==> src/hw/irq_pkg.sv <==
package irq_pkg;

  // ----------------------------------------------------------------------
  // Interrupt line constants
  // ----------------------------------------------------------------------

  localparam int NUM_IRQ = 32;

  // Implemented lines are the fast interrupts 31..16, MEI, MTI and MSI
  localparam logic [NUM_IRQ-1:0] VALID_IRQ_MASK = 32'hffff_0888;

  // Index of one interrupt line
  typedef logic [4:0] irq_id_t;

  // ----------------------------------------------------------------------
  // Privilege and CSR view
  // ----------------------------------------------------------------------

  // Encoding follows the RISC-V privilege spec
  typedef enum logic [1:0] {
    priv_u = 2'b00,
    priv_m = 2'b11
  } priv_lvl_e;

  // CSR fields the interrupt logic depends on
  typedef struct packed {
    logic [NUM_IRQ-1:0] mie;
    logic               mstatus_mie;
    logic               mstatus_tw;
    priv_lvl_e          priv_lvl;
  } csr_state_t;

  // ----------------------------------------------------------------------
  // Interrupt take notice to the core
  // ----------------------------------------------------------------------

  // Ack is a single-cycle pulse; id is only meaningful while ack is high
  typedef struct packed {
    logic    ack;
    irq_id_t id;
  } irq_take_t;

endpackage

==> src/hw/sleep_pkg.sv <==
package sleep_pkg;

  // ----------------------------------------------------------------------
  // Opcodes and timing
  // ----------------------------------------------------------------------

  localparam logic [31:0] WFI_INSTR = 32'h1050_0073;
  localparam logic [31:0] WFE_INSTR = 32'h8C00_0073;

  // Saturating count of edges a qualified WFI/WFE has spent in writeback
  typedef logic [1:0] residency_t;

  // Residency needed before sleep may be entered
  localparam residency_t SLEEP_ENTRY_DELAY = 2'd2;

  // ----------------------------------------------------------------------
  // Writeback stage and bus status
  // ----------------------------------------------------------------------

  typedef struct packed {
    logic        valid;
    logic [31:0] rdata;
    logic        err;
    logic        mpu_ok;
    logic        kill;
  } wb_instr_t;

  // Outstanding counts of the instruction and data OBI ports
  typedef struct packed {
    logic [1:0] instr_outstanding;
    logic [1:0] data_outstanding;
    logic       wbuf_empty;
  } bus_status_t;

  // ----------------------------------------------------------------------
  // Wake sources and WFI state
  // ----------------------------------------------------------------------

  typedef struct packed {
    logic debug_req;
    logic nmi;
    logic trigger;
    logic wu_wfe;
  } wake_req_t;

  typedef struct packed {
    logic       in_wb;
    logic       is_wfe;
    residency_t residency;
  } wfi_state_t;

endpackage

==> src/hw/irq_arbiter.sv <==
`timescale 1ns/1ps

module irq_arbiter (
  input  logic                        clk_i,
  input  logic                        rst_ni,
  input  logic [irq_pkg::NUM_IRQ-1:0] irq_i,
  input  irq_pkg::csr_state_t         csr_i,
  input  logic                        debug_mode_i,
  output logic [irq_pkg::NUM_IRQ-1:0] mip_o,
  output logic                        irq_pending_o,
  output irq_pkg::irq_take_t          take_o
);

  logic [irq_pkg::NUM_IRQ-1:0] mip_q;
  logic [irq_pkg::NUM_IRQ-1:0] pend_en;
  logic                        win_valid;
  irq_pkg::irq_id_t            win_id;
  logic                        priv_ok;
  logic                        take_en;
  logic                        ack_q;
  irq_pkg::irq_id_t            id_q;

  // ----------------------------------------------------------------------
  // Pending register
  // ----------------------------------------------------------------------

  // Reserved lines never reach mip
  always_ff @(posedge clk_i or negedge rst_ni) begin
    if (!rst_ni) begin
      mip_q <= '0;
    end else begin
      mip_q <= irq_i & irq_pkg::VALID_IRQ_MASK;
    end
  end

  assign pend_en       = mip_q & csr_i.mie;
  assign irq_pending_o = |pend_en;
  assign mip_o         = mip_q;

  // ----------------------------------------------------------------------
  // Fixed priority from 31 down to 16, then 11, 3 and 7
  // ----------------------------------------------------------------------

  always_comb begin
    win_valid = 1'b0;
    win_id    = '0;
    // Walk from lowest to highest priority so later hits override
    if (pend_en[7]) begin
      win_valid = 1'b1;
      win_id    = 5'd7;
    end
    if (pend_en[3]) begin
      win_valid = 1'b1;
      win_id    = 5'd3;
    end
    if (pend_en[11]) begin
      win_valid = 1'b1;
      win_id    = 5'd11;
    end
    for (int i = 16; i < irq_pkg::NUM_IRQ; i++) begin
      if (pend_en[i]) begin
        win_valid = 1'b1;
        win_id    = irq_pkg::irq_id_t'(i);
      end
    end
  end

  // ----------------------------------------------------------------------
  // Take decision
  // ----------------------------------------------------------------------

  // U-mode interrupts are always taken into M-mode
  assign priv_ok = ((csr_i.priv_lvl == irq_pkg::priv_m) && csr_i.mstatus_mie) ||
                   (csr_i.priv_lvl == irq_pkg::priv_u);

  // A cycle after an ack is blocked so the core can update mstatus or the line
  assign take_en = win_valid && !ack_q && !debug_mode_i && priv_ok;

  always_ff @(posedge clk_i or negedge rst_ni) begin
    if (!rst_ni) begin
      ack_q <= 1'b0;
    end else begin
      ack_q <= take_en;
    end
  end

  always_ff @(posedge clk_i) begin
    if (take_en) begin
      id_q <= win_id;
    end
  end

  assign take_o.ack = ack_q;
  assign take_o.id  = id_q;

endmodule

==> src/hw/wfi_qualify.sv <==
`timescale 1ns/1ps

module wfi_qualify (
  input  logic                  clk_i,
  input  logic                  rst_ni,
  input  sleep_pkg::wb_instr_t  wb_i,
  input  irq_pkg::csr_state_t   csr_i,
  input  logic                  debug_mode_i,
  output sleep_pkg::wfi_state_t wfi_state_o
);

  logic                  is_wfi_op;
  logic                  is_wfe_op;
  logic                  tw_trap;
  logic                  qualified;
  sleep_pkg::residency_t residency_q;

  // ----------------------------------------------------------------------
  // Qualification of the writeback instruction
  // ----------------------------------------------------------------------

  assign is_wfi_op = (wb_i.rdata == sleep_pkg::WFI_INSTR);
  assign is_wfe_op = (wb_i.rdata == sleep_pkg::WFE_INSTR);

  // WFI in U-mode with mstatus.TW set traps instead of sleeping
  assign tw_trap = (csr_i.priv_lvl == irq_pkg::priv_u) && csr_i.mstatus_tw;

  assign qualified = wb_i.valid &&
                     (is_wfi_op || is_wfe_op) &&
                     !wb_i.err &&
                     wb_i.mpu_ok &&
                     !wb_i.kill &&
                     !debug_mode_i &&
                     !tw_trap;

  // ----------------------------------------------------------------------
  // Residency counter
  // ----------------------------------------------------------------------

  // Counts consecutive qualified edges and holds at 3
  always_ff @(posedge clk_i or negedge rst_ni) begin
    if (!rst_ni) begin
      residency_q <= '0;
    end else if (!qualified) begin
      residency_q <= '0;
    end else if (residency_q != 2'd3) begin
      residency_q <= residency_q + 2'd1;
    end
  end

  assign wfi_state_o.in_wb     = qualified;
  assign wfi_state_o.is_wfe    = qualified && is_wfe_op;
  assign wfi_state_o.residency = residency_q;

endmodule

==> src/hw/sleep_ctrl.sv <==
`timescale 1ns/1ps

module sleep_ctrl (
  input  logic                   clk_i,
  input  logic                   rst_ni,
  input  sleep_pkg::wfi_state_t  wfi_state_i,
  input  sleep_pkg::bus_status_t bus_i,
  input  sleep_pkg::wake_req_t   wake_i,
  input  logic                   irq_pending_i,
  output logic                   core_sleep_o,
  output logic                   wfi_retire_o
);

  logic [1:0] instr_out_q;
  logic [1:0] data_out_q;
  logic       bus_busy_now;
  logic       bus_busy_prev;
  logic       blocked;
  logic       wfe_wake;
  logic       wake;
  logic       entry_ok;
  logic       sleep_d;
  logic       sleep_q;

  // ----------------------------------------------------------------------
  // Bus idle history
  // ----------------------------------------------------------------------

  always_ff @(posedge clk_i or negedge rst_ni) begin
    if (!rst_ni) begin
      instr_out_q <= '0;
      data_out_q  <= '0;
    end else begin
      instr_out_q <= bus_i.instr_outstanding;
      data_out_q  <= bus_i.data_outstanding;
    end
  end

  assign bus_busy_now  = |bus_i.instr_outstanding || |bus_i.data_outstanding;
  assign bus_busy_prev = |instr_out_q || |data_out_q;

  // A count seen in the last cycle still blocks, since its response may be in flight
  assign blocked = bus_busy_now || bus_busy_prev || !bus_i.wbuf_empty;

  // ----------------------------------------------------------------------
  // Wake sources
  // ----------------------------------------------------------------------

  // The WFE wake-up event is ignored by a plain WFI
  assign wfe_wake = wake_i.wu_wfe && wfi_state_i.is_wfe;

  assign wake = irq_pending_i ||
                wake_i.debug_req ||
                wake_i.nmi ||
                wake_i.trigger ||
                wfe_wake;

  // ----------------------------------------------------------------------
  // Sleep state
  // ----------------------------------------------------------------------

  assign entry_ok = wfi_state_i.residency >= sleep_pkg::SLEEP_ENTRY_DELAY;

  // Entry and stay share one condition; any wake, block or lost WFI drops it
  assign sleep_d = wfi_state_i.in_wb && entry_ok && !wake && !blocked;

  always_ff @(posedge clk_i or negedge rst_ni) begin
    if (!rst_ni) begin
      sleep_q <= 1'b0;
    end else begin
      sleep_q <= sleep_d;
    end
  end

  assign core_sleep_o = sleep_q;

  // WFI/WFE leaves writeback in the cycle its wake is seen
  assign wfi_retire_o = wfi_state_i.in_wb && wake;

endmodule

==> src/hw/irq_sleep_unit.sv <==
`timescale 1ns/1ps

module irq_sleep_unit (
  input  logic                        clk_i,
  input  logic                        rst_ni,

  // Interrupt lines and CSR state
  input  logic [irq_pkg::NUM_IRQ-1:0] irq_i,
  input  irq_pkg::csr_state_t         csr_i,
  input  logic                        debug_mode_i,

  // Writeback, bus and wake inputs
  input  sleep_pkg::wb_instr_t        wb_i,
  input  sleep_pkg::bus_status_t      bus_i,
  input  sleep_pkg::wake_req_t        wake_i,

  // Results to the core
  output irq_pkg::irq_take_t          take_o,
  output logic [irq_pkg::NUM_IRQ-1:0] mip_o,
  output logic                        core_sleep_o,
  output logic                        wfi_retire_o
);

  logic                  irq_pending;
  sleep_pkg::wfi_state_t wfi_state;

  // ----------------------------------------------------------------------
  // Interrupt capture and arbitration
  // ----------------------------------------------------------------------

  irq_arbiter u_irq_arbiter (
    .clk_i         (clk_i),
    .rst_ni        (rst_ni),
    .irq_i         (irq_i),
    .csr_i         (csr_i),
    .debug_mode_i  (debug_mode_i),
    .mip_o         (mip_o),
    .irq_pending_o (irq_pending),
    .take_o        (take_o)
  );

  // ----------------------------------------------------------------------
  // WFI/WFE detection in writeback
  // ----------------------------------------------------------------------

  wfi_qualify u_wfi_qualify (
    .clk_i        (clk_i),
    .rst_ni       (rst_ni),
    .wb_i         (wb_i),
    .csr_i        (csr_i),
    .debug_mode_i (debug_mode_i),
    .wfi_state_o  (wfi_state)
  );

  // ----------------------------------------------------------------------
  // Sleep entry, wake and retirement
  // ----------------------------------------------------------------------

  sleep_ctrl u_sleep_ctrl (
    .clk_i         (clk_i),
    .rst_ni        (rst_ni),
    .wfi_state_i   (wfi_state),
    .bus_i         (bus_i),
    .wake_i        (wake_i),
    .irq_pending_i (irq_pending),
    .core_sleep_o  (core_sleep_o),
    .wfi_retire_o  (wfi_retire_o)
  );

endmodule

==> config.mk <==
export PLATFORM = sky130hd
export DESIGN_NAME = irq_sleep_unit
export DESIGN_NICKNAME = d
export VERILOG_FILES = /design/src/hw/irq_pkg.sv /design/src/hw/sleep_pkg.sv /design/src/hw/irq_arbiter.sv /design/src/hw/wfi_qualify.sv /design/src/hw/sleep_ctrl.sv /design/src/hw/irq_sleep_unit.sv
export SDC_FILE = /design/constraint.sdc
export NUM_CORES = 1
export LEC_CHECK = 0
export BUFFER_PORTS_ARGS = -buffer_cell sky130_fd_sc_hd__buf_2
export CAP_MARGIN = 20
export CORE_MARGIN = 2
export CORE_UTILIZATION = 38
export DETAILED_ROUTE_END_ITERATION = 7
export PLACE_DENSITY = 0.88
export SLEW_MARGIN = 20
export SYNTH_ARGS = -nofsm -noshare
export SYNTH_HDL_FRONTEND = slang
export SYNTH_SLANG_ARGS = --single-unit
==> constraint.sdc <==
create_clock -name clk_i -period 4.8 [get_ports clk_i]
set_clock_uncertainty 0.15 [all_clocks]
set_input_delay 1.44 -clock clk_i [delete_from_list [all_inputs] [get_ports clk_i]]
set_output_delay 1.44 -clock clk_i [all_outputs]
set_load 0.005 [all_outputs]
==> metrics.txt <==
status=finished clean; vias in the first global route=roughly 1500; final instance area=2250 um2; sequential power share=between 40% and 50%; hold buffer count at CTS=0; PwrDens=approximately 270 nW/um2; crit path DAT=3050 ps; share of layout cells above drive strength 1=51.6%; worst rel slew slack=60.3%; startpoint types=input pin; Row Count=23; filler instances=approximately 350; num ports=around 160; DP Worst Slack=roughly 170 ps; # clock sinks=32; ANT nets after route=0; final hold viol count=0; CTS tree=done; Comb power frac=15.3%; RePlAce Congestion=between 0.7 and 0.8; asr flop ratio synth=a little over four fifths; Die X-Extent=roughly 68 um; # Post-CTS Setup Buffers=0; kind of end point of the critical path=primary output; Cell variety after synth=43; post-synthesis sequential area ratio=about 53%; Worst-Skew Late Latency=280 ps; DRC viols=0; Post-Route Setup TNS=0 ps; core area=between 3000 and 4000 um2; CP endpoint=wfi_retire_o; CP Data Required Time=~3200 ps; antenna cells=0; CTS clk-pin slew, worst paths=about 60 ps; DR iter-0 viols=31; sw frac=around a quarter; I/O Buffers=roughly 120; GRT Total Usage=between 10% and 20%; Leak Pwr=between 1 and 1.5 nW; max cap viols=0; initial antenna violation count=0; Mapped Cells=133; Area Overhead vs Synth=43.4%; flops & latches, synth=32; routed len/inst=14.2 um; Fmax=0.216 GHz; Pre-Repair DR Iteration Count=4; htree depth=2; R2R Path Start=u_irq_arbiter.mip_o[3]; number of flops mapped to enable cells by yosys=5; fin util=~57%; post-route setup slack=163 ps; Hold WS=roughly 370 ps; top cell type's share of synthesized area=a little over two fifths; RSZ-0062 raised after global routing=no; Synth Cell Area=between 1500 and 2000 um2; kind of critical path=input pin to primary output; RR Endpoint=u_irq_arbiter.id_q[0]; Sw Pwr=around 0.14 mW; Crit Path Max Fanout=4; crit path time final=around 4600 ps; Worst setup startpoint=wb_i[21]; drt total wl=between 4000 and 5000 um; Die ar.=4660 um2; top cells by area, synth=dfrtp_1 43%, edfxtp_1 9.6%, buf_4 6.7%; number of nets in the layout=between 300 and 400; Clk network pwr share=35.0%; vias per cell=a little over 5; worst-case clock buffer depth=2; largest net degree at the start of global routing=28; Placed Area=2160 um2; CTS buffer count=5; hold depth=3; Final Cycle Share=a little over nine tenths; syn_area_per_cell=11.8 um2; Die Span Y=around 70 um; reg2reg setup slack=between 2000 and 3000 ps; first-pass GRT wire length=between 6000 and 7000 um; actual slew at the worst max-slew pin=596 ps; Syn. warnings=0; HPWL after DPL=~3600 um; Final Max Tran Viols=0; clock root cell=clkbuf_8; Most used DFF post-synth=dfrtp_1; Internal=~0.45 mW; via count=around 1600; reg2reg path depth=5; dominant cell type by area after synthesis=dfrtp_1; starting density of the core=39.5%; Worst IR Drop VDD=roughly 210 uV; Worst Hold Class=flip-flop to flip-flop; post-CTS resize count=0; grt ovf=0; Setup Viol. Count Final=0
[metrics by stage]
| step | instances | power, mW |
|---|---|---|
| floorplan | 145 | 0.339 |
| CTS | 306 | 0.603 |
| global placement | 298 | 0.390 |
| global route | 306 | 0.628 |
| finish | 306 | 0.597 |
| detailed placement | 298 | 0.394 |
[layout make-up]
| class | instances | area [um2] | area share (%) |
|---|---|---|---|
| Sequential cell | 32 | 826 | 36.7 |
| Timing Repair Buffer | 117 | 588 | 26.2 |
| Inverter | 1 | 3.75 | 0.167 |
| Multi-Input combinational cell | 98 | 678 | 30.2 |
| Clock buffer | 8 | 90.1 | 4.01 |
| Tap cell | 50 | 62.6 | 2.78 |
[cells in the final DEF, fill, tap and decap left out, types with 2 or more instances in the layout]
cell	synthesis	routed
clkbuf_8	0	6
edfxtp_1	5	5
and4_1	3	3
nor4b_1	2	2
nand3_1	2	2
conb_1	1	13
or4_1	2	2
o21ai_0	2	2
nor2_1	7	7
a222oi_1	2	2
and3_1	2	2
dfrtp_1	27	27
o21ai_1	2	2
nand4_1	3	3
a22o_1	2	2
a31oi_1	2	2
clkbuf_1	0	2
nor3_1	3	3
nand4b_1	2	2
a221oi_1	3	3
or4b_4	2	2
buf_2	0	116
ha_1	2	2
a22oi_1	9	9
nand2_1	13	13
a21oi_1	2	2
[worst max-delay path, stage by stage]
cell,delay (ps)
buf_2,90
or4_1,570
nor4_4,340
o2111ai_2,210
o21ba_1,280
buf_2,110
[cell families (layout without fill, tap and decap cells)]
| kind of cell | count (synthesis) | count (layout) | share of synthesized area [%] |
|---|---|---|---|
| buffers and inverters | 15 | 126 | 6.94 |
| DFF | 32 | 32 | 52.7 |
| and+or+nand+nor | 50 | 50 | 20.8 |
| other | 1 | 13 | 0.239 |
| AOI/OAI and AO/OA | 32 | 32 | 17.2 |
| xor gates and xnor gates | 1 | 1 | 0.559 |
| adders and majority gates | 2 | 2 | 1.60 |
[flip-flops by register name, summed over array words and instances, names as in the netlist]
| signal | cells |
|---|---|
| u_sleep_ctrl.core_sleep_o | 1 |
| u_wfi_qualify.residency_q | 2 |
| u_irq_arbiter.id_q | 5 |
| u_sleep_ctrl.data_out_q | 2 |
| u_irq_arbiter.ack_q | 1 |
| u_irq_arbiter.mip_o | 19 |
| u_sleep_ctrl.instr_out_q | 2 |
[power by group through the flow]
stage | Combinational (mW) | Clock, mW | Sequential, mW
global placement | 0.0896 | 0 | 0.301
CTS | 0.0927 | 0.214 | 0.297
detailed placement | 0.0922 | 0 | 0.302
global route | 0.103 | 0.227 | 0.298
floorplan | 0.0371 | 0 | 0.302
finish | 0.0915 | 0.209 | 0.297
[Yosys cell counts (2+ instances only)]
library cell	count
dfrtp_1	27
buf_4	14
nand2_1	13
a22oi_1	9
nor2_1	7
edfxtp_1	5
a221oi_1	3
and4_1	3
nand4_1	3
nor3_1	3
a21oi_1	2
a222oi_1	2
a22o_1	2
a31oi_1	2
and3_1	2
ha_1	2
nand3_1	2
nand4b_1	2
nor4b_1	2
o21ai_0	2
o21ai_1	2
or4_1	2
or4b_4	2
[routing by layer]
metal / GRT usage, % / wire (um) / up-vias
met5: 0 / 0 / -
met4: 6.75 / 59 / 0
met3: 4.61 / 461 / 6
met2: 36.4 / 2310 / 103
met1: 19.5 / 1510 / 724
li1: - / - / 737
[how the worst min path moves through the flow]
stage / from / end / slack, ps
after floorplan: u_sleep_ctrl.data_out_q[0] / u_sleep_ctrl.core_sleep_o / 350
after global placement: u_sleep_ctrl.data_out_q[0] / u_sleep_ctrl.core_sleep_o / 360
after detailed placement: u_sleep_ctrl.data_out_q[0] / u_sleep_ctrl.core_sleep_o / 360
after CTS: u_sleep_ctrl.data_out_q[0] / u_sleep_ctrl.core_sleep_o / 370
after global routing: u_sleep_ctrl.data_out_q[0] / u_sleep_ctrl.core_sleep_o / 400
final: u_sleep_ctrl.data_out_q[0] / u_sleep_ctrl.core_sleep_o / 370
No activity file was read; power rests on OpenSTA's default activity.
